[config.mk]
export PLATFORM = sky130hd
export DESIGN_NAME = icache
export DESIGN_NICKNAME = d
export VERILOG_FILES = /design/src/hw/fetch_pkg.sv /design/src/hw/icache.sv
export SDC_FILE = /design/constraint.sdc
export NUM_CORES = 2
export LEC_CHECK = 0
export BUFFER_PORTS_ARGS = -buffer_cell sky130_fd_sc_hd__buf_2
export CORE_ASPECT_RATIO = 1.75
export CORE_MARGIN = 8
export CORE_UTILIZATION = 47
export CTS_CLUSTER_SIZE = 28
export DETAILED_ROUTE_END_ITERATION = 12
export PLACE_DENSITY_LB_ADDON = 0.1
export SYNTH_ARGS = -nofsm -noshare
export SYNTH_HDL_FRONTEND = slang
export SYNTH_SLANG_ARGS = --single-unit
[constraint.sdc]
create_clock -name clk -period 6.95 [get_ports clk]
set_input_delay 0.695 -clock clk [delete_from_list [all_inputs] [get_ports clk]]
set_output_delay 0.695 -clock clk [all_outputs]
set_load 0.005 [all_outputs]
[src/hw/fetch_pkg.sv]
package fetch_pkg;

    ////////////////////
    // Sizes

    // Word and address width
    localparam int xlen = 32;

    // Scratch memory depth in words
    localparam int scratch_words = 256;

    // Main memory depth in words
    localparam int main_mem_words = 1024;

    // Cache geometry
    localparam int line_words = 4;
    localparam int cache_lines = 16;

    // Instruction buffer depth
    localparam int fetch_buf_depth = 4;

    // Cycles from a granted read to the first word
    localparam int mem_read_latency = 2;

    ////////////////////
    // Address map

    // First fetch after reset, lands in scratch space
    localparam logic [xlen-1:0] reset_vec = 32'h0000_0100;

    // Set selects the cache, clear selects scratch
    localparam int cache_region_bit = 31;

    ////////////////////
    // Types

    // 0 for scratch, 1 for cache
    typedef logic unit_id_t;

    typedef struct packed {
        logic [xlen-1:0] pc;
        logic [xlen-1:0] inst;
    } fetch_entry_t;

endpackage

[src/hw/icache.sv]
module icache (
    input  logic                       clk,
    input  logic                       flush_or_rst,
    input  logic                       redirect,
    input  logic                       request,
    input  logic [fetch_pkg::xlen-1:0] addr,
    output logic                       ready,
    output logic                       data_valid,
    output logic [fetch_pkg::xlen-1:0] data_out,
    output logic                       bus_req,
    output logic [fetch_pkg::xlen-1:0] bus_addr,
    input  logic                       bus_gnt,
    input  logic                       rvalid,
    input  logic [fetch_pkg::xlen-1:0] rdata
);
    import fetch_pkg::*;

    localparam int off_w = $clog2(line_words);
    localparam int idx_w = $clog2(cache_lines);
    localparam int line_lsb = 2 + off_w;
    localparam int tag_lsb = line_lsb + idx_w;
    localparam int tag_w = xlen - tag_lsb;

    typedef enum logic [1:0] {s_idle, s_req, s_wait, s_fill} state_t;

    state_t state;
    logic [tag_w-1:0] tag_arr [cache_lines];
    logic [xlen-1:0] data_arr [cache_lines * line_words];
    logic [cache_lines-1:0] line_valid;

    logic [idx_w-1:0] req_idx;
    logic [off_w-1:0] req_off;
    logic hit;
    logic miss_start;
    logic [xlen-1:0] miss_addr;
    logic [off_w-1:0] fill_cnt;
    logic fill_we;
    logic fill_last;
    logic discard;

    ////////////////////
    // Lookup

    assign req_idx = addr[tag_lsb-1:line_lsb];
    assign req_off = addr[line_lsb-1:2];
    assign hit = line_valid[req_idx] && (tag_arr[req_idx] == addr[xlen-1:tag_lsb]);
    assign miss_start = request && ready && !hit;

    assign ready = (state == s_idle);
    assign bus_req = (state == s_req);
    assign bus_addr = {miss_addr[xlen-1:line_lsb], line_lsb'(0)};

    // Words arrive in line order starting at offset zero
    assign fill_we = rvalid && ((state == s_wait) || (state == s_fill));
    assign fill_last = fill_we && (fill_cnt == off_w'(line_words - 1));

    ////////////////////
    // Miss FSM

    always_ff @(posedge clk) begin
        if (flush_or_rst) begin
            state <= s_idle;
            data_valid <= 1'b0;
            line_valid <= '0;
            fill_cnt <= '0;
            discard <= 1'b0;
        end else begin
            data_valid <= 1'b0;
            case (state)
                s_idle: begin
                    if (request && hit) begin
                        data_valid <= 1'b1;
                    end else if (request) begin
                        // Line is overwritten during the fill
                        line_valid[req_idx] <= 1'b0;
                        state <= s_req;
                    end
                end
                s_req: begin
                    fill_cnt <= '0;
                    if (bus_gnt) begin
                        state <= s_wait;
                    end
                end
                s_wait: begin
                    if (rvalid) begin
                        state <= s_fill;
                    end
                end
                default: begin
                    if (fill_last) begin
                        line_valid[miss_addr[tag_lsb-1:line_lsb]] <= 1'b1;
                        data_valid <= !discard && !redirect;
                        state <= s_idle;
                    end
                end
            endcase
            if (fill_we) begin
                fill_cnt <= fill_cnt + 1'b1;
            end
            // A redirect during a miss drops the word once the fill ends
            if (fill_last) begin
                discard <= 1'b0;
            end else if (redirect && (state != s_idle)) begin
                discard <= 1'b1;
            end
        end
    end

    always_ff @(posedge clk) begin
        if (miss_start) begin
            miss_addr <= addr;
            tag_arr[req_idx] <= addr[xlen-1:tag_lsb];
        end
        if (fill_we) begin
            data_arr[{miss_addr[tag_lsb-1:line_lsb], fill_cnt}] <= rdata;
        end
        if (request && ready && hit) begin
            data_out <= data_arr[{req_idx, req_off}];
        end else if (fill_we && (fill_cnt == miss_addr[line_lsb-1:2])) begin
            data_out <= rdata;
        end
    end

endmodule

; ---- Word level (Yosys, flattened, before mapping)
; Memories as Yosys holds them, arrays and structs flattened.
; Index checks and enable logic that the tools add are counted.
[totals]
wordCells = 81
mem_bits_rw = 2432
n_memories = 2
in_bits = 70
out_inout_bits = 67
ff_bits = 86
[mem_list]
columns = memory, words, word_bits, read_ports, rd_clocked_by_memory_dff, wr, line
row1 = data_arr, 64, 32, 1, 0, 1, icache.sv:28  ; logic [xlen-1:0] data_arr [cache_lines * line_words];
row2 = tag_arr, 16, 24, 1, 0, 1, icache.sv:27  ; logic [tag_w-1:0] tag_arr [cache_lines];
[op_classes]
muxes = 27
eq_ne = 10
n_lt_le_gt_ge = 4
n_reduce_logical = 26
bitwise_logic = 4
n_addsub = 1
[op_table]
columns = operator, count
row1 = two-way mux 32 bit, 2
row2 = two-way mux 16 bit, 3
row3 = one-hot mux 16 bit (2 select lines), 1
row4 = == test 24 bit, 1
row5 = bitwise AND 16 bit, 1
row6 = inverter 16 bit, 1
row7 = OR 16 bit, 1
row8 = two-way mux 2 bit, 7
row9 = logical AND 1 bit, 12
row10 = less-than comparator 4 x 5 -> 1 bit (second input constant), 2
row11 = two-way mux 1 bit, 9
row12 = demux 1 bit (select 4 bit), 2
row13 = greater-or-equal comparator 4 x 1 -> 1 bit (second input constant), 2
row14 = nonzero test 2 bit, 4
row15 = == test 2 bit (second input constant), 3
row16 = != test 2 bit (second input constant), 3
row17 = one-hot mux 2 bit (3 select lines), 1
row18 = AND reduction 5 bit, 1
row19 = binary-select mux 1 bit (select 4 bit), 1
row20 = AND reduction 4 bit, 1
row21 = nonzero test 4 bit, 1
row22 = OR reduction 2 bit, 2
row23 = zero test 1 bit, 3
row24 = adder 2 x 1 -> 2 bit (second input constant), 1
row25 = 7 further kinds, 7

; ---- Longest topological paths before layout
[depth]
word_depth = 9
mapped_depth = 17
mapped_depth_nobuf = 9

; ---- Worst setup path after synthesis
; No wires, ideal clock.
[synth_timing]
kind = input to register
start = in addr[7] (netlist bit)
end = mem tag_arr[0][0] (netlist bit) (enable)
path_stages = 14
setup_time_ns = 0.466
slack_ns = 1.137
arrival_ns = 5.347
cell_sequence = buf_2 buf_2 buf_2 clkbuf_1 mux4_2 mux2i_1 mux2i_1 xnor2_1 o311a_1 nand4b_1 nor3_1 or2_2 buf_2 nor4_1
[synth_via]
elab_chain_cells = 7
word_cells_on_any_way = 9
classes_between = 1 x eq/ne / 4 x mux / 3 x reduce/logical / 1 x memory
[synth_lines]
columns = item, line
row1 = "start, declared", icache.sv:6  ; input logic [fetch_pkg::xlen-1:0] addr,
row2 = memory (16 x 24 bit) or binary-select mux 1 bit (select 4 bit) (tied branches), n/a
row3 = == test 24 bit or two-way mux 1 bit (tied branches), icache.sv:46  ; assign hit = line_valid[req_idx] && (tag_arr[req_idx] == addr[xlen-1:tag_lsb]);
row4 = logical AND 1 bit, icache.sv:46
row5 = zero test 1 bit, icache.sv:47  ; assign miss_start = request && ready && !hit;
row6 = logical AND 1 bit, icache.sv:47
row7 = two-way mux 1 bit, icache.sv:111  ; if (miss_start) begin
row8 = two-way mux 1 bit (implied by the code), icache.sv:113  ; tag_arr[req_idx] <= addr[xlen-1:tag_lsb];
row9 = "end, declared", icache.sv:27
; Parallel ways exist; a longest one is shown, timed or not. The select of a mux whose other input is x is not followed.

; ---- Worst setup path in the final report
[layout_timing]
start = in addr[5] (netlist bit)
end = reg miss_addr[31] (enable)
[layout_via]
elab_chain_cells = 5
word_cells_on_any_way = 7
classes_between = 1 x eq/ne / 2 x mux / 3 x reduce/logical / 1 x memory
[layout_lines]
columns = item, line
row1 = memory (16 x 24 bit) or binary-select mux 1 bit (select 4 bit) (tied branches), n/a
row2 = == test 24 bit or two-way mux 1 bit (tied branches), icache.sv:46
row3 = logical AND 1 bit *, icache.sv:46
row4 = zero test 1 bit *, icache.sv:47
row5 = logical AND 1 bit *, icache.sv:47
row6 = via miss_start, icache.sv:34  ; logic miss_start;
row7 = "end signal, assigned", icache.sv:112  ; miss_addr <= addr;
row8 = "end, declared", icache.sv:35  ; logic [xlen-1:0] miss_addr;
; The timed path passes the listed nets; every way through them passes the cells marked *. The select of a mux whose other input is x is not followed.
; A chain may end at the register's enable or synchronous reset.

==> flow_summary.toml <==
[clock_network]
post_cts_resize_count = 0
worstSkewPairLatency_ps = 870
postCtsSetupBuffers = 0
cts_tree = "built"
cts_inserted_buffers = 221
ctsRootBufferMaster = "clkbuf_16"
h-tree-depth = 4
cts.sinks = 2516
clk_path_buf_depth = 4
postCtsHoldBufs = 0
clk_pin_slew_ps = 70

[global_route]
overflow = 0
grt_pass1_vias = 48423
antenna_found_initial = 8
grt_max_degree = 88
grt.total_usage_pct = 26.1
grt_pass1_wl_um = 397000

[die]
io_pins = 137
num_rows = 220
fp.dieW_um = 359
initial_core_util_pct = 47.2
die_h_um = 616
core_area_um2 = 205000
dieArea_um2 = 221000

[finish]
area_growth_pct = 12.2
final_util_pct = 52.9
final_common_cell = "edfxtp_1"
nets = 4627
final_cell_mix = "edfxtp_1 (2494), mux4_2 (632), clkbuf_16 (225)"
drive_gt1_share_pct = 29.0
fin_cells = 7390
nFillCells = 15880

[synth]
synth_edf_count = 2494
synth.largest_area_cell = "edfxtp_1"
synthDistinctLibCells = 65
yosysSeqAreaShare_pct = 78.0
ys_seq_elements = 2516
syn_area_per_cell_um2 = 22.6
synth_top_flop_cell = "edfxtp_1"
yosys-top-cells-area = "edfxtp_1 (78%), mux4_2 (15%), mux2i_1 (1.3%)"
synth_top_area_share_pct = 77.5
synth_area_um2 = 96600
async_reset_ff_share_pct = 0
netlist_instances = 4271
ys_warn_count = 0

[run]
timing.max_cap.violations = 0

[status]
status = "finished, final reports clean"

[place]
dp_cells = 6992
dpl.hpwl_um = 172000
io_buffers = 130
place.gp.congestion = 0.821

[timing]
final-max-slew-violation-count = 0
min_period_over_period_pct = 70.3
worst_pin_slew_ps = 1320
hold_violations = 0
fin_crit_ps = 4890
setup_tns_ps = 0
whs_ps = 235
fmax_mhz = 205
skew_ps = 28.0
slew_headroom_pct = 11.7
rsz0062_at_grt = "no"
setup_violations = 0

[drt]
wirelength_um = 291000
wl_per_cell_um = 39.4
via_count = 47289
drt-pass1-iter-count = 5
drc_errors = 0
ant_nets = 0
via_per_inst = 6.40
drt_iter0_markers = 5204

[worst_hold_path]
worstHoldEndpoint = "discard$_SDFFE_PP0P_"
hold_depth = 3
hold_path_class = "input pin to register"
min_from = "redirect"

[critical_path]
critical-path-max-stage-delay_ps = 740
path_buf_inv = 3
worst-setup-path-type = "input pin to register"
cp-end-kind = "register"
crit_path_start = "addr[5]"
r2r_setup_slack_ps = 2330
crit_required_ps = 7380
rr_endpoint = "miss_addr[31]$_DFFE_PP_"
cp_slowest_cell = "buf_4"
r2r_start = "tag_arr[8][10]$_DFFE_PP_"
path_max_fanout = 67
path_cells = "buf_8 > buf_4 > mux4_2 > a311oi_1 > a32oi_1 > or4_1 > nor3_1 > or2_2 > inv_2"
crit_arrival_ps = 5320
cp-start-kind = "input pin"
cp_top_family = "buffers and inverters"
rr_worst_depth = 9

[pwr]
p_leak_nw = 33.7
p_total_mw = 30.8
p_per_area_nw_per_um2 = 284
ir_drop_mv = 0.186
logic make-up after synthesis:
family                   after synthesis  share of synthesized area (%)
buffers and inverters                280                           1.41
multiplexers                         781                           16.3
adder cells (fa/ha/maj)                6                         0.0777
AO/OA/AOI/OAI                        344                           2.50
AND/OR/NAND/NOR                      314                           1.43
XOR/XNOR                              29                          0.263
other                                  1                        0.00388
flip-flops                          2516                           78.0
area by class of cell:
class | instances | area, µm² | share of cell area, %
Multi-Input combinational cell | 1478 | 20600 | 19.0
Clock buffer | 269 | 5810 | 5.35
Timing Repair Buffer | 314 | 2220 | 2.05
Tap cell | 2664 | 3330 | 3.07
Inverter | 20 | 75.1 | 0.0692
Clock inverter | 123 | 1040 | 0.960
Sequential cell | 2516 | 75300 | 69.5
Antenna cell | 6 | 15.0 | 0.0138
where the power goes:
| group | switching (mW) | internal (mW) |
|---|---|---|
| clock | 5.44 | 6.58 |
| combinational | 1.23 | 0.609 |
| sequential | 0.0641 | 16.8 |
worst min-delay path: cells and delay by family:
family | cells | cell delay (ps)
compound gates | 2 | 210
buf+inv | 1 | 130
cells in the mapped netlist, types with 3 or more instances:
cell type and count:
o221ai_1 6, mux2_2 18, or3_1 3, o2111ai_1 4, o22ai_1 19, buf_4 45, o21ai_0 53, nor2b_1 10
mux4_2 632, a211oi_1 37, edfxtp_1 2494, and2_1 4, inv_1 19, mux2i_1 127, a221oi_1 15, buf_1 32
dfxtp_1 22, a32oi_1 4, ha_1 6, nor4_1 3, a2111oi_0 3, o31ai_1 4, nor2_1 114, o2bb2ai_1 3
nand2b_1 8, or2_2 3, clkbuf_1 128, buf_6 6, buf_2 46, nand4_1 11, xor2_1 12, a31oi_1 9
a22o_1 11, a21oi_1 33, xnor2_1 17, a22oi_1 117, nand3_1 22, or4_1 3, o211ai_1 8, nand2_1 97
nor3_1 29
stage by stage:
stage,worst slack [ps],cell area (µm²)
2_1_floorplan,1140,96600
6_report,2060,108000
3_3_place_gp,1150,102000
4_1_cts,2030,108000
3_5_place_dp,1130,102000
5_1_grt,1800,108000
per-layer routing:
layer / routed length, µm / track usage [%] / vias up
li1: - / - / 18669
met1: 104000 / 31.9 / 25997
met2: 152000 / 45.6 / 2065
met3: 18600 / 3.74 / 554
met4: 16200 / 12.3 / 4
met5: 29 / 0 / -
worst max path at each step:
stage | depth (start not counted) | to | slack (ps)
after floorplan | 14 | tag_arr[0][0]$_DFFE_PP_ | 1140
after detailed placement | 10 | miss_addr[31]$_DFFE_PP_ | 1130
after global routing | 9 | miss_addr[31]$_DFFE_PP_ | 1800
after global placement | 9 | miss_addr[23]$_DFFE_PP_ | 1150
final | 9 | miss_addr[31]$_DFFE_PP_ | 2060
after CTS | 10 | miss_addr[17]$_DFFE_PP_ | 2030
registers in the layout (all words and copies together), names as in the netlist, 2 cells and up:
register and cells:
data_arr 2048, miss_addr 30, data_out 32, state 2, fill_cnt 2, line_valid 16, tag_arr 384
Note: power is estimated with default switching activity, not from simulation.
