==> config.mk <==
export PLATFORM = sky130hd
export DESIGN_NAME = fetch_unit
export DESIGN_NICKNAME = d
export VERILOG_FILES = /design/src/hw/fetch_pkg.sv /design/src/hw/fifo_buffer.sv /design/src/hw/fetch_unit.sv
export SDC_FILE = /design/constraint.sdc
export NUM_CORES = 1
export LEC_CHECK = 0
export BUFFER_PORTS_ARGS = -buffer_cell sky130_fd_sc_hd__buf_2
export CORE_ASPECT_RATIO = 1.25
export CORE_MARGIN = 4
export CORE_UTILIZATION = 45
export DETAILED_ROUTE_END_ITERATION = 8
export PLACE_DENSITY = 0.77
export SYNTH_ARGS = -nofsm -noshare
export SYNTH_HDL_FRONTEND = slang
export SYNTH_SLANG_ARGS = --single-unit
==> constraint.sdc <==
create_clock -name clk -period 4.5 [get_ports clk]
set_input_delay 0.225 -clock clk [delete_from_list [all_inputs] [get_ports clk]]
set_output_delay 0.225 -clock clk [all_outputs]
set_load 0.02 [all_outputs]
==> src/hw/fetch_pkg.sv <==
package fetch_pkg;

    ////////////////////
    // Sizes

    // Word and address width
    localparam int xlen = 32;

    // Scratch memory depth in words
    localparam int scratch_words = 256;

    // Main memory depth in words
    localparam int main_mem_words = 1024;

    // Cache geometry
    localparam int line_words = 4;
    localparam int cache_lines = 16;

    // Instruction buffer depth
    localparam int fetch_buf_depth = 4;

    // Cycles from a granted read to the first word
    localparam int mem_read_latency = 2;

    ////////////////////
    // Address map

    // First fetch after reset, lands in scratch space
    localparam logic [xlen-1:0] reset_vec = 32'h0000_0100;

    // Set selects the cache, clear selects scratch
    localparam int cache_region_bit = 31;

    ////////////////////
    // Types

    // 0 for scratch, 1 for cache
    typedef logic unit_id_t;

    typedef struct packed {
        logic [xlen-1:0] pc;
        logic [xlen-1:0] inst;
    } fetch_entry_t;

endpackage

==> src/hw/fifo_buffer.sv <==
module fifo_buffer #(
    parameter type payload_t = logic,
    parameter int depth = 2
) (
    input  logic     clk,
    input  logic     flush_or_rst,
    input  logic     push,
    input  logic     pop,
    input  payload_t data_in,
    output payload_t data_out,
    output logic     valid
);
    localparam int ptr_w = (depth > 1) ? $clog2(depth) : 1;
    localparam int cnt_w = $clog2(depth + 1);

    payload_t store [depth];
    logic [ptr_w-1:0] rd_ptr;
    logic [ptr_w-1:0] wr_ptr;
    logic [cnt_w-1:0] count;
    logic do_push;
    logic do_pop;

    assign valid = (count != '0);
    assign do_pop = pop & valid;
    // Full FIFO still takes a word when the oldest leaves this cycle
    assign do_push = push & ((count != cnt_w'(depth)) | do_pop);
    assign data_out = store[rd_ptr];

    always_ff @(posedge clk) begin
        if (flush_or_rst) begin
            rd_ptr <= '0;
            wr_ptr <= '0;
            count <= '0;
        end else begin
            if (do_push) begin
                wr_ptr <= (wr_ptr == ptr_w'(depth - 1)) ? '0 : wr_ptr + 1'b1;
            end
            if (do_pop) begin
                rd_ptr <= (rd_ptr == ptr_w'(depth - 1)) ? '0 : rd_ptr + 1'b1;
            end
            count <= count + cnt_w'(do_push) - cnt_w'(do_pop);
        end
    end

    always_ff @(posedge clk) begin
        if (do_push) begin
            store[wr_ptr] <= data_in;
        end
    end

endmodule

==> src/hw/fetch_unit.sv <==
module fetch_unit (
    input  logic                       clk,
    input  logic                       flush_or_rst,
    input  logic                       run,
    input  logic                       redirect,
    input  logic [fetch_pkg::xlen-1:0] redirect_pc,
    output logic                       scr_request,
    output logic [fetch_pkg::xlen-1:0] scr_addr,
    input  logic                       scr_ready,
    input  logic                       scr_data_valid,
    input  logic [fetch_pkg::xlen-1:0] scr_data_out,
    output logic                       cache_request,
    output logic [fetch_pkg::xlen-1:0] cache_addr,
    input  logic                       cache_ready,
    input  logic                       cache_data_valid,
    input  logic [fetch_pkg::xlen-1:0] cache_data_out,
    input  logic                       inst_pop,
    output logic                       inst_valid,
    output logic [fetch_pkg::xlen-1:0] inst_data,
    output logic [fetch_pkg::xlen-1:0] inst_pc
);
    import fetch_pkg::*;

    localparam int credit_w = $clog2(fetch_buf_depth) + 1;

    logic [xlen-1:0] pc;
    logic fifo_flush;
    logic issue;
    logic pop_done;
    logic [credit_w-1:0] credits;
    unit_id_t issue_unit;
    unit_id_t ret_unit;
    logic ret_valid;
    logic [xlen-1:0] ret_data;
    logic [xlen-1:0] pc_q [2];
    logic [1:0] pc_cnt;
    logic pc_wr_slot;
    fetch_entry_t buf_in;
    fetch_entry_t buf_out;

    assign fifo_flush = flush_or_rst | redirect;

    ////////////////////
    // PC and issue

    always_ff @(posedge clk) begin
        if (flush_or_rst) begin
            pc <= reset_vec;
        end else if (redirect) begin
            pc <= {redirect_pc[xlen-1:2], 2'b00};
        end else if (issue) begin
            pc <= pc + 32'd4;
        end
    end

    // Credits cover words in flight plus words sitting in the buffer
    always_ff @(posedge clk) begin
        if (fifo_flush) begin
            credits <= credit_w'(fetch_buf_depth);
        end else begin
            credits <= credits - credit_w'(issue) + credit_w'(pop_done);
        end
    end

    assign pop_done = inst_pop & inst_valid;
    assign issue = run && !redirect && (credits != '0) && scr_ready && cache_ready;
    assign issue_unit = pc[cache_region_bit];

    assign scr_request = issue && !issue_unit;
    assign cache_request = issue && issue_unit;
    assign scr_addr = pc;
    assign cache_addr = pc;

    ////////////////////
    // Sub-unit tracking

    fifo_buffer #(
        .payload_t(unit_id_t),
        .depth(2)
    ) u_unit_fifo (
        .clk(clk),
        .flush_or_rst(fifo_flush),
        .push(issue),
        .pop(ret_valid),
        .data_in(issue_unit),
        .data_out(ret_unit),
        .valid()
    );

    // PCs of words in flight with the oldest in slot zero
    assign pc_wr_slot = 1'(pc_cnt - 2'(ret_valid));

    always_ff @(posedge clk) begin
        if (fifo_flush) begin
            pc_cnt <= '0;
        end else begin
            pc_cnt <= pc_cnt + 2'(issue) - 2'(ret_valid);
        end
    end

    always_ff @(posedge clk) begin
        if (ret_valid) begin
            pc_q[0] <= pc_q[1];
        end
        if (issue) begin
            pc_q[pc_wr_slot] <= pc;
        end
    end

    ////////////////////
    // Instruction buffer

    assign ret_valid = scr_data_valid | cache_data_valid;
    assign ret_data = ret_unit ? cache_data_out : scr_data_out;
    assign buf_in = '{pc: pc_q[0], inst: ret_data};

    fifo_buffer #(
        .payload_t(fetch_entry_t),
        .depth(fetch_buf_depth)
    ) u_inst_buf (
        .clk(clk),
        .flush_or_rst(fifo_flush),
        .push(ret_valid),
        .pop(inst_pop),
        .data_in(buf_in),
        .data_out(buf_out),
        .valid(inst_valid)
    );

    assign inst_data = buf_out.inst;
    assign inst_pc = buf_out.pc;

endmodule

; Word level (Yosys, flattened, before mapping)
; Memories as Yosys holds them, arrays and structs flattened. A register that Yosys moved wholly into a read port is not among the register bits.
; Cells that the tools add are included.
[word_totals]
reg_bits = 48
latchBits = 0
mem_bits_rw = 322
mem_bits_ro = 0
inputBits = 105
out_inout_bits = 131
mem_count = 3
[mem_list]
columns = name, depth, word_bits, rd, rd_clocked_by_memory_dff, wr, line
row1 = u_inst_buf.store, 4, 64, 1, 1, 1, fifo_buffer.sv:16  ; payload_t store [depth];
row2 = pc_q, 2, 32, 2, 0, 2, fetch_unit.sv:35  ; logic [xlen-1:0] pc_q [2];
row3 = u_unit_fifo.store, 2, 1, 1, 1, 1, fifo_buffer.sv:16
[op_classes]
add_sub_neg = 14
multipliers = 0
div_mod_pow = 0
n_lt_le_gt_ge = 0
n_eq_ne = 4
shift = 0
n_mux = 19
bitwise = 8
n_reduce_logical = 13
[ops]
columns = op, count
row1 = $mux 32, 3
row2 = $add 32x3->32 const B, 1
row3 = $mux 1, 12
row4 = $mux 2, 4
row5 = $add 3x1->3, 2
row6 = $logic_and 1x1->1, 6
row7 = $reduce_bool 3->1, 2
row8 = $sub 3x1->3, 2
row9 = $add 2x1->2, 2
row10 = $add 2x1->2 const B, 2
row11 = $and 1x1->1, 4
row12 = $eq 2x2->1 const B, 2
row13 = $or 1x1->1, 4
row14 = $reduce_bool 2->1, 2
row15 = $sub 2x1->2, 2
row16 = $ne 3x3->1 const B, 1
row17 = $add 1x1->1 const B, 2
row18 = $logic_not 1->1, 2
row19 = $ne 2x2->1 const B, 1
row20 = $reduce_or 2->1, 1
row21 = $sub 1x1->1, 1

; Longest topological paths before layout
[depth]
depth_word = 8
ltp_mapped = 9

; By module
; Synthesis repeated with hierarchy kept, for this count alone.
[hier_totals]
cells_unflattened = 835
area_unflattened_um2 = 14848.0
[modules_own_cells]
columns = mod, n_inst, cells_per_inst, area_each_um2, seq_area_each_um2
row1 = fifo_buffer at u_inst_buf, 1, 382, 9694.3, 7867.5
row2 = fetch_unit, 1, 425, 4835.9, 2482.4
row3 = fifo_buffer at u_unit_fifo, 1, 28, 317.8, 160.2

; Worst setup path after synthesis
; Ideal clock, no wire load.
[synth_timing]
path_type = reg2reg
start = register credits[1]
end = memory pc_q[0][10] (enable)
setup_ns = 0.459
arrival_time_ns = 2.938
slack_ns = 1.104
stages_incl_launch_ff = 5
n_path_buf = 1
period_less_slack_ns = 3.396
path_cell_list = dfxtp_1 -> or3_1 -> nand2_1 -> clkbuf_1 -> o21ai_0
[synth_rtl]
columns = item, line
row1 = "start, declared", fetch_unit.sv:30  ; logic [credit_w-1:0] credits;
row2 = "start signal, assigned", fetch_unit.sv:59  ; credits <= credit_w'(fetch_buf_depth);
row3 = "start signal, assigned", fetch_unit.sv:61  ; credits <= credits - credit_w'(issue) + credit_w'(pop_done);
row4 = "end, declared", fetch_unit.sv:35

==> flow_metrics.env <==
export IMPL_drc_errors=0
export IMPL_fin_hold_ws_ns=0.0145
export IMPL_track_usage_pct=16.7
export IMPL_cts_inserted_buffers=35
export IMPL_grt_overflow_total=0
export IMPL_crit_path_end_kind="output pin"
export IMPL_n_antenna_cell=0
export IMPL_grt_pass1_wl_um=45800
export IMPL_rsz0062_at_grt="no"
export IMPL_synth_top_area_share_pct=64.4
export IMPL_synth_area_leaders="edfxtp_1 64%, mux4_2 9.7%, dfxtp_1 6.6%"
export IMPL_irDropWorstVdd_mv=0.254
export IMPL_internal_power_w=0.00575
export IMPL_cp_max_fo=38
export IMPL_first_iter_violations=588
export IMPL_htree_levels=2
export IMPL_clock_path_buffers=3
export IMPL_drive_above_1_share_pct=39.5
export IMPL_power_switching_w=0.00170
export IMPL_path_class="flip-flop to output pin"
export IMPL_routedWlPerCell_um=20.0
export IMPL_p_clk_share_pct=37.0
export IMPL_dp_cells=1396
export IMPL_post_cts_buffers=0
export IMPL_clockRootBuffer="clkbuf_16"
export IMPL_finClkSkew_ns=0.0167
export IMPL_clk_latency_ns=0.51
export IMPL_yosysTopAreaCell="edfxtp_1"
export IMPL_final_cells=1475
export IMPL_p_seq_share_pct=52.6
export IMPL_syn_area_um2=14500
export IMPL_vias=7977
export IMPL_worstPathCellList="buf_4, mux4_2, buf_2"
export IMPL_dr_pass1_iters=5
export IMPL_hold_viol=0
export IMPL_hpwl_um=18200
export IMPL_grt_pass1_vias=8235
export IMPL_syn_inst=824
export IMPL_setup_viol=0
export IMPL_routed_via_density=5.41
export IMPL_core_area_um2=31800
export IMPL_rows=73
export IMPL_synth_seq_cells=358
export IMPL_cts_sinks=358
export IMPL_fin_total_pwr_w=0.00745
export IMPL_placed_area_um2=15800
export IMPL_final_cell_mix="310 x edfxtp_1, 227 x buf_2, 66 x mux2_2"
export IMPL_drv_slew=0
export IMPL_die_area_um2=35100
export IMPL_yosysWarningCount=0
export IMPL_ys_flop_type="edfxtp_1"
export IMPL_gp_congestion=0.806
export IMPL_wl_um=29500
export IMPL_finalCritPeriodShare_pct=62.2
export IMPL_pin_count=236
export IMPL_die_height_um=208
export IMPL_seq_area_frac_synth_pct=71.0
export IMPL_crit_slowest_cell="dfxtp_4"
export IMPL_crit_family="flip-flops"
export IMPL_final_common_cell="edfxtp_1"
export IMPL_port_buffers=227
export IMPL_cpPeakStageDelay_ns=0.86
export IMPL_ys_types=50
export IMPL_worstSetupStartpointType="flip-flop"
export IMPL_synth_edf_count=310
export IMPL_clk_pin_slew_ns=0.06
export IMPL_p_leak_nw=6.02
export IMPL_status="complete, no violations"
export IMPL_finalCriticalPeriod_ns=2.80
export IMPL_grt_start_max_net_pins=63
export IMPL_cts_tree="done"
export IMPL_antenna_found_initial=0
export IMPL_holdBufCountCts=18
export IMPL_syn_area_per_cell_um2=17.6
export IMPL_finalInstanceArea_um2=17000
export IMPL_async_flop_share_pct=0
export IMPL_fmax_mhz=358
export IMPL_die_w_um=168
export IMPL_max_slew_worst_pin_slew_ns=1.09
export IMPL_powerDensity_nw_per_um2=437
export IMPL_cp_num_buf_inv=2
export IMPL_arrival_ns=2.57
export IMPL_max_slew_margin_pct=27.4
export IMPL_max_cap_violations=0
export IMPL_cts_repair_resized=0
export IMPL_ant_nets=0
export IMPL_comb_power_share_pct=10.4
export IMPL_cp_required_ns=4.28
export IMPL_setup_tns_ns=0
export IMPL_holdCritPathClass="primary input to flip-flop"
export IMPL_switching_share_pct=22.8
export IMPL_nNetsFinal=1157
export IMPL_area_delta_synth_final_pct=17.8
export IMPL_start_util_pct=45.5
-- per-stage QoR --
| step | utilization [%] | worst slack [ns] |
|---|---|---|
| after global routing | 53.6 | 1.45 |
| after global placement | 49.6 | 1.67 |
| after floorplan | - | 1.10 |
| after detailed placement | 49.6 | 1.62 |
| final | 53.6 | 1.70 |
| after CTS | 53.6 | 1.56 |
-- sequential cells by signal (all words and copies together) (netlist names), named ones only --
signal and cells:
u_unit_fifo.rd_ptr 1, credits 3, u_inst_buf.count 3, pc_cnt 1, u_inst_buf.wr_ptr 2, u_unit_fifo.count 2
cache_addr 30, pc_q 60, u_inst_buf.store 248, u_unit_fifo.store 2, u_unit_fifo.wr_ptr 1, u_inst_buf.rd_ptr 2
-- synth_stat cells, types with 3 or more instances --
master / count
edfxtp_1: 310
a21oi_1: 17
buf_2: 10
clkbuf_1: 24
nand4_1: 11
o211ai_1: 3
ha_1: 11
xnor2_1: 7
o311ai_0: 6
nand2_1: 36
mux4_2: 62
or3_1: 8
o21ai_0: 15
and2_1: 15
mux2i_1: 3
a2bb2oi_1: 3
nor3_1: 3
nor2_1: 33
a41oi_1: 3
and3_1: 6
nand3_1: 13
inv_1: 14
a31oi_1: 17
xor2_1: 7
dfxtp_1: 48
o22ai_1: 3
and4_1: 3
mux2_2: 66
buf_4: 41
-- logic make-up after synthesis --
group	synth area share, %
other cells	0.0259
buf+inv	3.56
mux	15.1
simple gates	4.97
xor+xnor	0.848
compound gates	3.28
flops	71.0
fa+ha+maj	1.23
-- final timing paths --
| check | from | endpoint | slack [ns] | cells past startpoint |
|---|---|---|---|---|
| worst max-delay path | flip-flop | inst_pc[7] | 1.70 | 3 |
| worst min-delay path | redirect_pc[17] | cache_addr[17] | 0.01 | 3 |
| worst max register to register | cache_addr[2] | cache_addr[18] | 1.91 | 6 |
| worst min register to register | u_inst_buf.rd_ptr[1] | flip-flop | 0.49 | 2 |
-- tightest hold or removal path: cells and delay by family --
family          cells  cell delay (ns)
compound gates      1             0.06
simple gates        1             0.06
buf+inv             1             0.12
-- metal layers --
layer / track usage [%] / up-vias / share of wire (%)
met4: 4.51 / 0 / 2.0
met5: 0 / - / 0
met1: 21.6 / 3965 / 41
li1: - / 3637 / -
met3: 3.44 / 46 / 6.7
met2: 28.7 / 329 / 51
-- power groups by stage --
stage	Clock, W	Sequential, W	Combinational, W
after floorplan	0	0.00395	0.000534
after global placement	0	0.00398	0.000762
after detailed placement	0	0.00399	0.000774
after CTS	0.00283	0.00392	0.000787
after global routing	0.00297	0.00394	0.000840
final	0.00276	0.00392	0.000773
-- cell type report --
cell class / instances / area [um^2]
Clock buffer: 49 / 1010
Sequential cell: 358 / 10300
Inverter: 15 / 56.3
Tap cell: 412 / 515
Timing Repair Buffer: 250 / 1350
Multi-Input combinational cell: 379 / 3740
Clock inverter: 12 / 78.8
Fill cell: 2543 / 14800
No activity file was read; power rests on OpenSTA's default activity.
