[src/hw/fetch_pkg.sv]
package fetch_pkg;

    ////////////////////
    // Sizes

    // Word and address width
    localparam int xlen = 32;

    // Scratch memory depth in words
    localparam int scratch_words = 256;

    // Main memory depth in words
    localparam int main_mem_words = 1024;

    // Cache geometry
    localparam int line_words = 4;
    localparam int cache_lines = 16;

    // Instruction buffer depth
    localparam int fetch_buf_depth = 4;

    // Cycles from a granted read to the first word
    localparam int mem_read_latency = 2;

    ////////////////////
    // Address map

    // First fetch after reset, lands in scratch space
    localparam logic [xlen-1:0] reset_vec = 32'h0000_0100;

    // Set selects the cache, clear selects scratch
    localparam int cache_region_bit = 31;

    ////////////////////
    // Types

    // 0 for scratch, 1 for cache
    typedef logic unit_id_t;

    typedef struct packed {
        logic [xlen-1:0] pc;
        logic [xlen-1:0] inst;
    } fetch_entry_t;

endpackage

[src/hw/mem_arbiter.sv]
module mem_arbiter (
    input  logic                       clk,
    input  logic                       flush_or_rst,
    input  logic                       req_c,
    input  logic [fetch_pkg::xlen-1:0] addr_c,
    output logic                       gnt_c,
    input  logic                       req_l,
    input  logic [fetch_pkg::xlen-1:0] addr_l,
    input  logic [fetch_pkg::xlen-1:0] wdata_l,
    output logic                       gnt_l,
    output logic                       mem_req,
    output logic                       mem_we,
    output logic [fetch_pkg::xlen-1:0] mem_addr,
    output logic [fetch_pkg::xlen-1:0] mem_wdata,
    input  logic                       mem_rvalid
);
    import fetch_pkg::*;

    localparam int busy_w = $clog2(line_words) + 1;

    // Set when the loader won the last grant
    logic last_l;
    logic [busy_w-1:0] busy_cnt;

    always_comb begin
        gnt_c = 1'b0;
        gnt_l = 1'b0;
        if (busy_cnt == '0) begin
            if (req_c && req_l) begin
                gnt_c = last_l;
                gnt_l = !last_l;
            end else begin
                gnt_c = req_c;
                gnt_l = req_l;
            end
        end
    end

    // Loader only writes, cache only reads
    assign mem_req = gnt_c | gnt_l;
    assign mem_we = gnt_l;
    assign mem_addr = gnt_l ? addr_l : addr_c;
    assign mem_wdata = wdata_l;

    always_ff @(posedge clk) begin
        if (flush_or_rst) begin
            last_l <= 1'b0;
            busy_cnt <= '0;
        end else begin
            if (mem_req) begin
                last_l <= gnt_l;
            end
            if (gnt_c) begin
                busy_cnt <= busy_w'(line_words);
            end else if (mem_rvalid && (busy_cnt != '0)) begin
                busy_cnt <= busy_cnt - 1'b1;
            end
        end
    end

endmodule

[config.mk]
export PLATFORM = sky130hd
export DESIGN_NAME = mem_arbiter
export DESIGN_NICKNAME = d
export VERILOG_FILES = /design/src/hw/fetch_pkg.sv /design/src/hw/mem_arbiter.sv
export SDC_FILE = /design/constraint.sdc
export NUM_CORES = 1
export LEC_CHECK = 0
export BUFFER_PORTS_ARGS = -buffer_cell sky130_fd_sc_hd__buf_2
export CAP_MARGIN = 10
export CORE_ASPECT_RATIO = 1.25
export CORE_MARGIN = 8
export CORE_UTILIZATION = 28
export DETAILED_ROUTE_END_ITERATION = 6
export PLACE_DENSITY = 0.89
export SLEW_MARGIN = 5
export SYNTH_ARGS = -nofsm -noshare
export SYNTH_HDL_FRONTEND = slang
export SYNTH_SLANG_ARGS = --single-unit
[constraint.sdc]
create_clock -name clk -period 2.15 [get_ports clk]
set_input_delay 0.3225 -clock clk [delete_from_list [all_inputs] [get_ports clk]]
set_output_delay 0.3225 -clock clk [all_outputs]
set_load 0.05 [all_outputs]
After elaboration in Yosys (flattened, before gate mapping) --
Index checks and enable logic that the tools add are counted. W data, S select, Z words.
Word-level totals: output and inout bits 68, logic and storage cells 19, input bits 101, flip-flop bits (word level) 4
Cells by class: add/subtract/negate cells 1, reductions and logical operators 7, mux-type cells 7, bitwise operators 1
Operators with widths (count):
- $mux W32 | 1
- $mux W3 | 2
- $mux W1 | 4
- $logic_not A3 Y1 | 1
- $reduce_bool A3 Y1 | 1
- $sub A3 B1 Y3 const B | 1
- $logic_and A1 B1 Y1 | 2
- $reduce_bool A2 Y1 | 1
- $reduce_or A2 Y1 | 1
- $logic_not A1 Y1 | 1
- $or A1 B1 Y1 | 1

Depth between registers and ports, before layout --
Gate-level depths: netlist of run 1.
depth in word-level cells 4, depth in mapped cells 7, depth with buffers taken out 6

Worst setup path before layout of run 1 --
OpenSTA, ideal clock, no wires.
path type register -> output, start reg busy_cnt[0], end out mem_we, required time 1827 ps, setup slack 180 ps, cell stages (with the launch flop) 8, buffers on the path 2, arrival time 1647 ps, cells stage by stage dfxtp_1 -> inv_1 -> ha_1 -> nor2b_4 -> nand3_4 -> buf_6 -> inv_1 -> buf_4
On the way: cells in the longest elaborated chain, start to end 2
Ends and longest elaborated chain:
- start, declared | RTL line mem_arbiter.sv:23 | logic [busy_w-1:0] busy_cnt;
- start signal, assigned | RTL line mem_arbiter.sv:54 | busy_cnt <= busy_w'(line_words);
- start signal, assigned | RTL line mem_arbiter.sv:56 | busy_cnt <= busy_cnt - 1'b1;
- $logic_not A3 Y1 | RTL line mem_arbiter.sv:28 | if (busy_cnt == '0) begin
- $mux W1 | RTL line mem_arbiter.sv:28
- end, declared | RTL line mem_arbiter.sv:12 | output logic mem_we,
Every way passes these cells.

Final worst setup path of run 1 --
start reg busy_cnt[0], end out mem_addr[11] in the netlist's numbering
On the way: cells in the longest elaborated chain, start to end 3
Ends and longest elaborated chain:
- $logic_not A3 Y1 | RTL line mem_arbiter.sv:28
- $mux W1 | RTL line mem_arbiter.sv:28
- $mux W32 | RTL line mem_arbiter.sv:42 | assign mem_addr = gnt_l ? addr_l : addr_c;
- end, declared | RTL line mem_arbiter.sv:13 | output logic [fetch_pkg::xlen-1:0] mem_addr,
Every way passes these cells.

==> results.cfg, run 1 <==
[clocking]
path_clk_slew_ns = 0.03
cts-buffers-inserted = 3
clk_latency_ns = 0.21
cts_tree = built
clock_sinks = 4
htreeDepth = 1
cts_buffer_depth = 2
cts_hold_buf = 0
root_buffer = clkbuf_8

[sta]
whs_ns = 0.318
tightestPinTransition_ns = 0.325
maxSlewHeadroom_pct = 77.8
setup_slack_ns = 0.0568
fin_skew_ns = 0.00135
slew_viol_final = 0
rsz0062_at_grt = yes
min_period_ns = 2.09
finalHoldViolations = 0
max_freq_mhz = 478
setup_viol_count_final = 0
fin_crit_sh_pct = 97.4

[route]
wirelength_mm = 3.87
wl_per_cell_um = 18.2
wl_met2_mm = 1.92
dr.first_iter.drc_count = 33
ant_nets = 0
drcViolationCount = 0
met3WireLength_um = 507
highest_layer = met4
post_drt_via_cell_ratio = 4.60
num_vias = 980
dr.pass1.iters = 4
met1_length_mm = 1.37

[place]
gp_congestion = 0.718
pre_cts_ws_ns = 0.169
port_buffers = 104
placed_cells = 208
dp_hpwl_mm = 3.09
dpl_cell_area_mm2 = 0.00132

[floorplanning]
die_w_um = 69.6
rows = 24
coreArea_mm2 = 0.00348
start_util_pct = 28.9
io_pins = 169
die_h_um = 83.1
die_area_mm2 = 0.00578

[synthesis]
syn-cell-area_mm2 = 0.00101
synth_nets = 202
syn_area_per_cell_um2 = 10.2
synth-seq-cells = 4
ys_types = 20
synth_seq_area_share_pct = 7.95
yosys_warnings = 0
syn_inst = 99

[setup_path]
crit_fanout = 11
rrSetupSlack_ns = 0.72
worstSetupEndpoint = mem_addr[11]
end_kind = output pin
rr_startpoint = busy_cnt[0]
crit_path_start = busy_cnt[0]
critPathLaunchType = flip-flop
reg2reg_depth = 6
path_cells = inv_1, ha_2, nor2b_4, nand3_4, clkbuf_16, mux2_4, buf_6
required_ns = 1.83
cp.arrival_ns = 1.77
r2r-end = busy_cnt[1]
slowest_delay_ns = 0.31
path_class = flip-flop to output pin
cp_slowest_cell = mux2_4

[global_routing]
grt_max_degree = 23
grt_pass1_vias = 1085
grt.total_usage_pct = 11.1
antenna_found_initial = 0
overflow = 0
grt_pass1_wl_mm = 5.40

[final_layout]
mostFrequentLayoutCells = 74 x buf_2, 29 x mux2_4, 23 x buf_6, 8 x buf_4, 5 x inv_1
drive_gt1_share_pct = 83.9
final_common_cell = buf_2
n_antenna_cell = 0
area_growth_pct = 56.1
nFillCells = 314
nNetsFinal = 279
fin_area_mm2 = 0.00157
fin_cells = 213

[power_and_ir_drop]
peakVddDrop_uv = 560
power_density_mw_per_mm2 = 1090
leakage_nw = 0.915

[flow_run]
maxCapViolCount = 0

[outcome]
outcome = finished clean

[hold_path]
hold_path.class = input port to flip-flop
## routing by layer
layer	GRT usage, %	vias to the layer above
met5	0	-
met1	10.2	439
met2	19.8	76
met4	4.95	0
li1	-	455
met3	5.83	10
## cell usage after synthesis
cell type	number	area share [%]
ha_1	2	2.5
a21oi_1	3	1.5
mux2_2	3	3.4
inv_1	5	1.9
buf_6	3	3.4
a211oi_1	1	0.75
mux2i_1	1	0.99
nor2_1	4	1.5
buf_4	33	25
or2b_1	1	0.75
a311oi_1	1	0.87
nor2b_4	1	1.4
nand3_4	1	1.7
nand2_1	2	0.75
dfxtp_1	4	8.0
nand3_1	2	0.99
mux2_4	29	43
nand2b_1	1	0.62
a2111oi_0	1	0.87
o21ai_0	1	0.50
## sequential cells by signal, indices dropped and copies added, names as in the netlist
signal    cells
last_l        1
busy_cnt      3
## through the flow
| step | total power [mW] | util (%) | TNS, ns |
|---|---|---|---|
| 6_report | 1.71 | 45.2 | 0 |
| 5_1_grt | 1.79 | 45.2 | -0.0258 |
| 4_1_cts | 1.53 | 39.5 | 0 |
| 3_5_place_dp | 1.35 | 38.0 | 0 |
| 3_3_place_gp | 1.33 | 38.0 | 0 |
| 2_1_floorplan | 1.29 | - | 0 |
## critical path, delay by kind of cell, from the launching register on
kind                     cells  cell delay [ns]
buffers and inverters        3             0.46
AND/OR/NAND/NOR              2             0.29
multiplexers                 1             0.31
flip-flops                   1             0.29
adder cells (fa/ha/maj)      1             0.20
## repair_timing
action	4_1_cts	5_1_grt
endpoints found under the setup margin	32	31
resized for setup	1	86
gates cloned	0	1
buffers inserted	1	0
## cell type report
cell class | instances | area, um2 | share of cell area, %
Clock buffer | 3 | 41.3 | 2.63
Inverter | 5 | 18.8 | 1.19
Multi-Input combinational cell | 54 | 629 | 40.0
Tap cell | 39 | 48.8 | 3.10
Sequential cell | 4 | 80.1 | 5.09
Timing Repair Buffer | 108 | 754 | 48.0
## power breakdown
part / total, mW / internal, mW / switching [mW]
sequential: 0.106 / 0.0921 / 0.0141
combinational: 1.45 / 0.611 / 0.838
clock: 0.156 / 0.119 / 0.0367
total: 1.71 / 0.823 / 0.889
## logic make-up after synthesis
group,synth area share [%]
muxes,47.6
AOI/OAI and AO/OA,4.47
buffers and inverters,29.8
and+or+nand+nor,7.70
adders and majority gates,2.48
DFF,7.95
## how the worst min path moves through the flow
| stage | start | endpoint | slack (ns) | cells after the start |
|---|---|---|---|---|
| final | flush_or_rst | busy_cnt[2] | 0.32 | 2 |
| after global placement | busy_cnt[0] | busy_cnt[0] | 0.47 | 2 |
| after detailed placement | busy_cnt[0] | busy_cnt[0] | 0.48 | 2 |
| after floorplan | flush_or_rst | busy_cnt[2] | 0.39 | 1 |
| after global routing | flush_or_rst | busy_cnt[2] | 0.33 | 2 |
| after CTS | flush_or_rst | busy_cnt[2] | 0.31 | 2 |
Power figures use the tool's default switching activity.
==> inputs of run 2 (changes only) <==
--- a/config.mk
+++ b/config.mk
@@ -6,11 +6,12 @@
 export NUM_CORES = 1
 export LEC_CHECK = 0
 export BUFFER_PORTS_ARGS = -buffer_cell sky130_fd_sc_hd__buf_2
-export CAP_MARGIN = 10
+export CAP_MARGIN = 20
 export CORE_ASPECT_RATIO = 1.25
-export CORE_MARGIN = 8
+export CORE_MARGIN = 4
 export CORE_UTILIZATION = 28
 export DETAILED_ROUTE_END_ITERATION = 6
+export MAX_ROUTING_LAYER = met4
 export PLACE_DENSITY = 0.89
 export SLEW_MARGIN = 5
 export SYNTH_ARGS = -nofsm -noshare
==> results.cfg, run 2 (same netlist as run 1, synthesis figures left out) <==
[place]
gp_congestion = 0.778
dp_hpwl_mm = 2.92
pre_cts_ws_ns = 0.122
port_buffers = 104
dpl_cell_area_mm2 = 0.00134
placed_cells = 208

[setup_path]
reg2reg_depth = 7
rrSetupSlack_ns = 0.74
worstSetupEndpoint = mem_addr[27]
path_class = flip-flop to output pin
rr_startpoint = busy_cnt[0]
crit_fanout = 6
critPathLaunchType = flip-flop
crit_path_start = busy_cnt[0]
r2r-end = busy_cnt[1]
required_ns = 1.83
cp.arrival_ns = 1.78
end_kind = output pin

[power_and_ir_drop]
finalPower_mw = 1.85
leakage_nw = 0.971
peakVddDrop_uv = 755
power_density_mw_per_mm2 = 1090

[sta]
fin_crit_sh_pct = 97.7
maxSlewHeadroom_pct = 77.8
setup_slack_ns = 0.0498
slew_viol_final = 0
setup_tns_ns = 0
rsz0062_at_grt = yes
setup_viol_count_final = 0
max_freq_mhz = 476
finalHoldViolations = 0
tightestPinTransition_ns = 0.325
min_period_ns = 2.10
whs_ns = 0.326
fin_skew_ns = 0.00293

[clocking]
cts_tree = built
root_buffer = clkbuf_8
cts_hold_buf = 0
clock_sinks = 4
cts-buffers-inserted = 3
cts_buffer_depth = 2
htreeDepth = 1
path_clk_slew_ns = 0.03
clk_latency_ns = 0.21

[flow_run]
maxCapViolCount = 0

[hold_path]
hold_path.class = input port to flip-flop

[final_layout]
nFillCells = 305
largestRegisters = busy_cnt x3, last_l x1
fin_cells = 219
final_common_cell = buf_2
largest-register = busy_cnt
mostFrequentLayoutCells = 72 x buf_2, 29 x mux2_4, 27 x buf_6, 9 x buf_4, 4 x nor2_1
fin_area_mm2 = 0.00169
area_growth_pct = 68.2
n_antenna_cell = 0
final_util_pct = 48.6
largest_reg_flops = 3
drive_gt1_share_pct = 86.1
nNetsFinal = 285

[global_routing]
grtUsageMet2_pct = 26.1
grt_max_degree = 12
grt_pass1_vias = 928
overflow = 0
grt.total_usage_pct = 13.8
met3_usage_pct = 2.74
grt_pass1_wl_mm = 4.53
antenna_found_initial = 0
grt_use_met1_pct = 13.5
grt-busiest-layer = met2

[floorplanning]
die_h_um = 75.1
io_pins = 169
coreArea_mm2 = 0.00348
die_area_mm2 = 0.00463
rows = 24
start_util_pct = 28.9
die_w_um = 61.6

[outcome]
outcome = finished clean

[route]
drcViolationCount = 0
dr.first_iter.drc_count = 33
dr.pass1.iters = 4
wirelength_mm = 3.82
num_vias = 1026
ant_nets = 0
wl_per_cell_um = 17.4
post_drt_via_cell_ratio = 4.68
## run 2: cell count changes in the layout (fill, tap and decap cells not counted), sizes merged
cell,delta
clkbuf,+1
buf,+5
## run 2: how the worst min path moves through the flow
stage / startpoint / endpoint / cells past startpoint
after floorplan: flush_or_rst / busy_cnt[2] / 1
after global placement: busy_cnt[0] / busy_cnt[0] / 2
after detailed placement: busy_cnt[0] / busy_cnt[0] / 2
after CTS: flush_or_rst / busy_cnt[2] / 2
after global routing: flush_or_rst / busy_cnt[2] / 2
final: flush_or_rst / busy_cnt[2] / 2
## run 2: layout make-up
type	instances	area, um2	area share, %
Sequential cell	4	81.3	4.80
Tap cell	39	48.8	2.88
Inverter	5	18.8	1.11
Clock buffer	3	41.3	2.44
Multi-Input combinational cell	54	639	37.7
Timing Repair Buffer	114	865	51.0
## run 2: power by group
part           switching (mW)  internal (mW)  leakage, nW  total (mW)
Clock                  0.0330          0.119       0.0216       0.152
Sequential             0.0150         0.0930       0.0333       0.108
Combinational           0.877          0.711        0.916        1.59
## run 2: layer usage
metal,routed length (um),vias up,part of all wire [%]
li1,-,473,-
met1,1210,463,32
met2,1970,80,51
met3,556,10,15
met4,87,0,2.3
met5,0,-,0
## run 2: worst max-delay path: stages (launching register included)
cell	delay, ns
dfxtp_1	0.31
inv_2	0.09
ha_4	0.13
nor2b_4	0.16
nand3_4	0.19
clkbuf_16	0.22
mux2_4	0.30
buf_6	0.16
## run 2: repair_timing
| item | 4_1_cts | 5_1_grt |
|---|---|---|
| cloned | 1 | 2 |
| setup buffers | 2 | 3 |
| setup endpoints to repair | 29 | 32 |
| hold endpoints to repair | 0 | 0 |
| resized for setup | 34 | 42 |
| pin swaps | 1 | 2 |
==> inputs of run 3 (changes only) <==
--- a/config.mk
+++ b/config.mk
@@ -12,7 +12,7 @@
 export CORE_UTILIZATION = 28
 export DETAILED_ROUTE_END_ITERATION = 6
 export MAX_ROUTING_LAYER = met4
-export PLACE_DENSITY = 0.89
+export PLACE_DENSITY_LB_ADDON = 0.25
 export SLEW_MARGIN = 5
 export SYNTH_ARGS = -nofsm -noshare
 export SYNTH_HDL_FRONTEND = slang
==> results.cfg, run 3 (same netlist as run 1, synthesis figures left out) <==
[outcome]
outcome = finished clean

[setup_path]
crit_fanout = 9
path_class = flip-flop to output pin
cp.arrival_ns = 1.75
end_kind = output pin
required_ns = 1.83
critPathLaunchType = flip-flop
reg2reg_depth = 6

[sta]
maxSlewHeadroom_pct = 78.9
tightestPinTransition_ns = 0.309
fin_skew_ns = 0.00258
fin_crit_sh_pct = 96.6
min_period_ns = 2.08
slew_viol_final = 0
setup_tns_ns = 0
finalHoldViolations = 0
max_freq_mhz = 482
setup_slack_ns = 0.0732
rsz0062_at_grt = yes
setup_viol_count_final = 0

[final_layout]
largest_reg_flops = 3
largest-register = busy_cnt
register_area_um2 = 80.1
nNetsFinal = 280
drive_gt1_share_pct = 84.0
nFillCells = 327
mostFrequentLayoutCells = 73 x buf_2, 29 x mux2_4, 17 x buf_6, 17 x buf_4, 5 x inv_1
final_util_pct = 44.4
largestRegisters = busy_cnt x3, last_l x1
area_growth_pct = 53.7
n_antenna_cell = 0
fin_area_mm2 = 0.00155
multi_input_area_um2 = 629
final_common_cell = buf_2

[power_and_ir_drop]
comb_power_share_pct = 84.6
peakVddDrop_uv = 631
power_switching_mw = 0.877
leakage_nw = 0.908
power_frac_seq_pct = 6.3
power_density_mw_per_mm2 = 1090
clkPwrFrac_pct = 9.1
netSwitchingFraction_pct = 52.2
p_int_mw = 0.804

[clocking]
clock_sinks = 4
root_buffer = clkbuf_8
cts-buffers-inserted = 3
clk_latency_ns = 0.21
cts_hold_buf = 0
cts_buffer_depth = 2
htreeDepth = 1
path_clk_slew_ns = 0.03
cts_tree = built

[flow_run]
maxCapViolCount = 0

[place]
gp_congestion = 0.739
dpl_cell_area_mm2 = 0.00132
dp_hpwl_mm = 2.55
pre_cts_ws_ns = 0.198
port_buffers = 104

[route]
dr.first_iter.drc_count = 23
ant_nets = 0
wirelength_mm = 3.16
num_vias = 973
wl_per_cell_um = 14.8
dr.pass1.iters = 4
post_drt_via_cell_ratio = 4.55
drcViolationCount = 0

[global_routing]
antenna_found_initial = 0
overflow = 0
grt_pass1_vias = 925
grt.total_usage_pct = 10.4
grt_pass1_wl_mm = 3.79
grt_max_degree = 25

[hold_path]
min_path_cells = 2
hold_path.class = input port to flip-flop

[floorplanning]
start_util_pct = 28.9
rows = 24
die_area_mm2 = 0.00463
die_h_um = 75.1
coreArea_mm2 = 0.00348
io_pins = 169
die_w_um = 61.6
-- run 3: changes by cell type in the layout (fill, tap and decap cells not counted), sizes merged --
cell and delta:
buf -4, clkbuf -1
-- run 3: power by group through the flow --
stage	Sequential, mW	Combinational [mW]	Clock (mW)
after floorplan	0.104	1.18	0
after global placement	0.106	1.22	0
after detailed placement	0.108	1.23	0
after CTS	0.107	1.26	0.158
after global routing	0.110	1.49	0.166
final	0.107	1.42	0.153
-- run 3: cell type report --
type,instances,share of cell area [%]
clock buffer,3,2.67
inverter,5,1.21
multi-input combinational,54,40.7
sequential,4,5.17
tap,39,3.15
timing repair buffer,109,47.1
-- run 3: metal layers --
metal	GRT usage [%]	vias up	wire [um]
met4	2.83	0	22
li1	-	457	-
met3	4.63	6	459
met1	10.0	431	924
met2	18.6	79	1760
met5	-	-	0
-- run 3: worst paths after layout --
| path | endpoint | slack (ns) | start |
|---|---|---|---|
| setup reg to reg | busy_cnt[1] | 0.75 | busy_cnt[0] |
| setup / recovery | mem_addr[25] | 0.07 | busy_cnt[0] |
| hold reg to reg | busy_cnt[0] | 0.50 | busy_cnt[0] |
| hold / removal | busy_cnt[2] | 0.32 | flush_or_rst |
-- run 3: critical path: stages, from the launching register on --
cell and delay (ns):
dfxtp_1 0.30, inv_1 0.09, ha_2 0.19, nor2b_4 0.17
nand3_4 0.12, buf_6 0.18, mux2_4 0.30, buf_4 0.19
-- run 3: what timing repair did --
item / in CTS / in global routing
endpoints found under the setup margin: 32 / 32
setup buffers: 1 / 0
pin swaps: 0 / 2
resized for setup: 2 / 75
gates cloned: 0 / 2
-- run 3: per-stage QoR --
step	power, mW	hold WS (ns)	instances
after floorplan	1.29	0.392	99
after global placement	1.33	0.484	208
after detailed placement	1.34	0.490	208
after CTS	1.52	0.319	212
after global routing	1.77	0.338	214
final	1.68	0.321	214
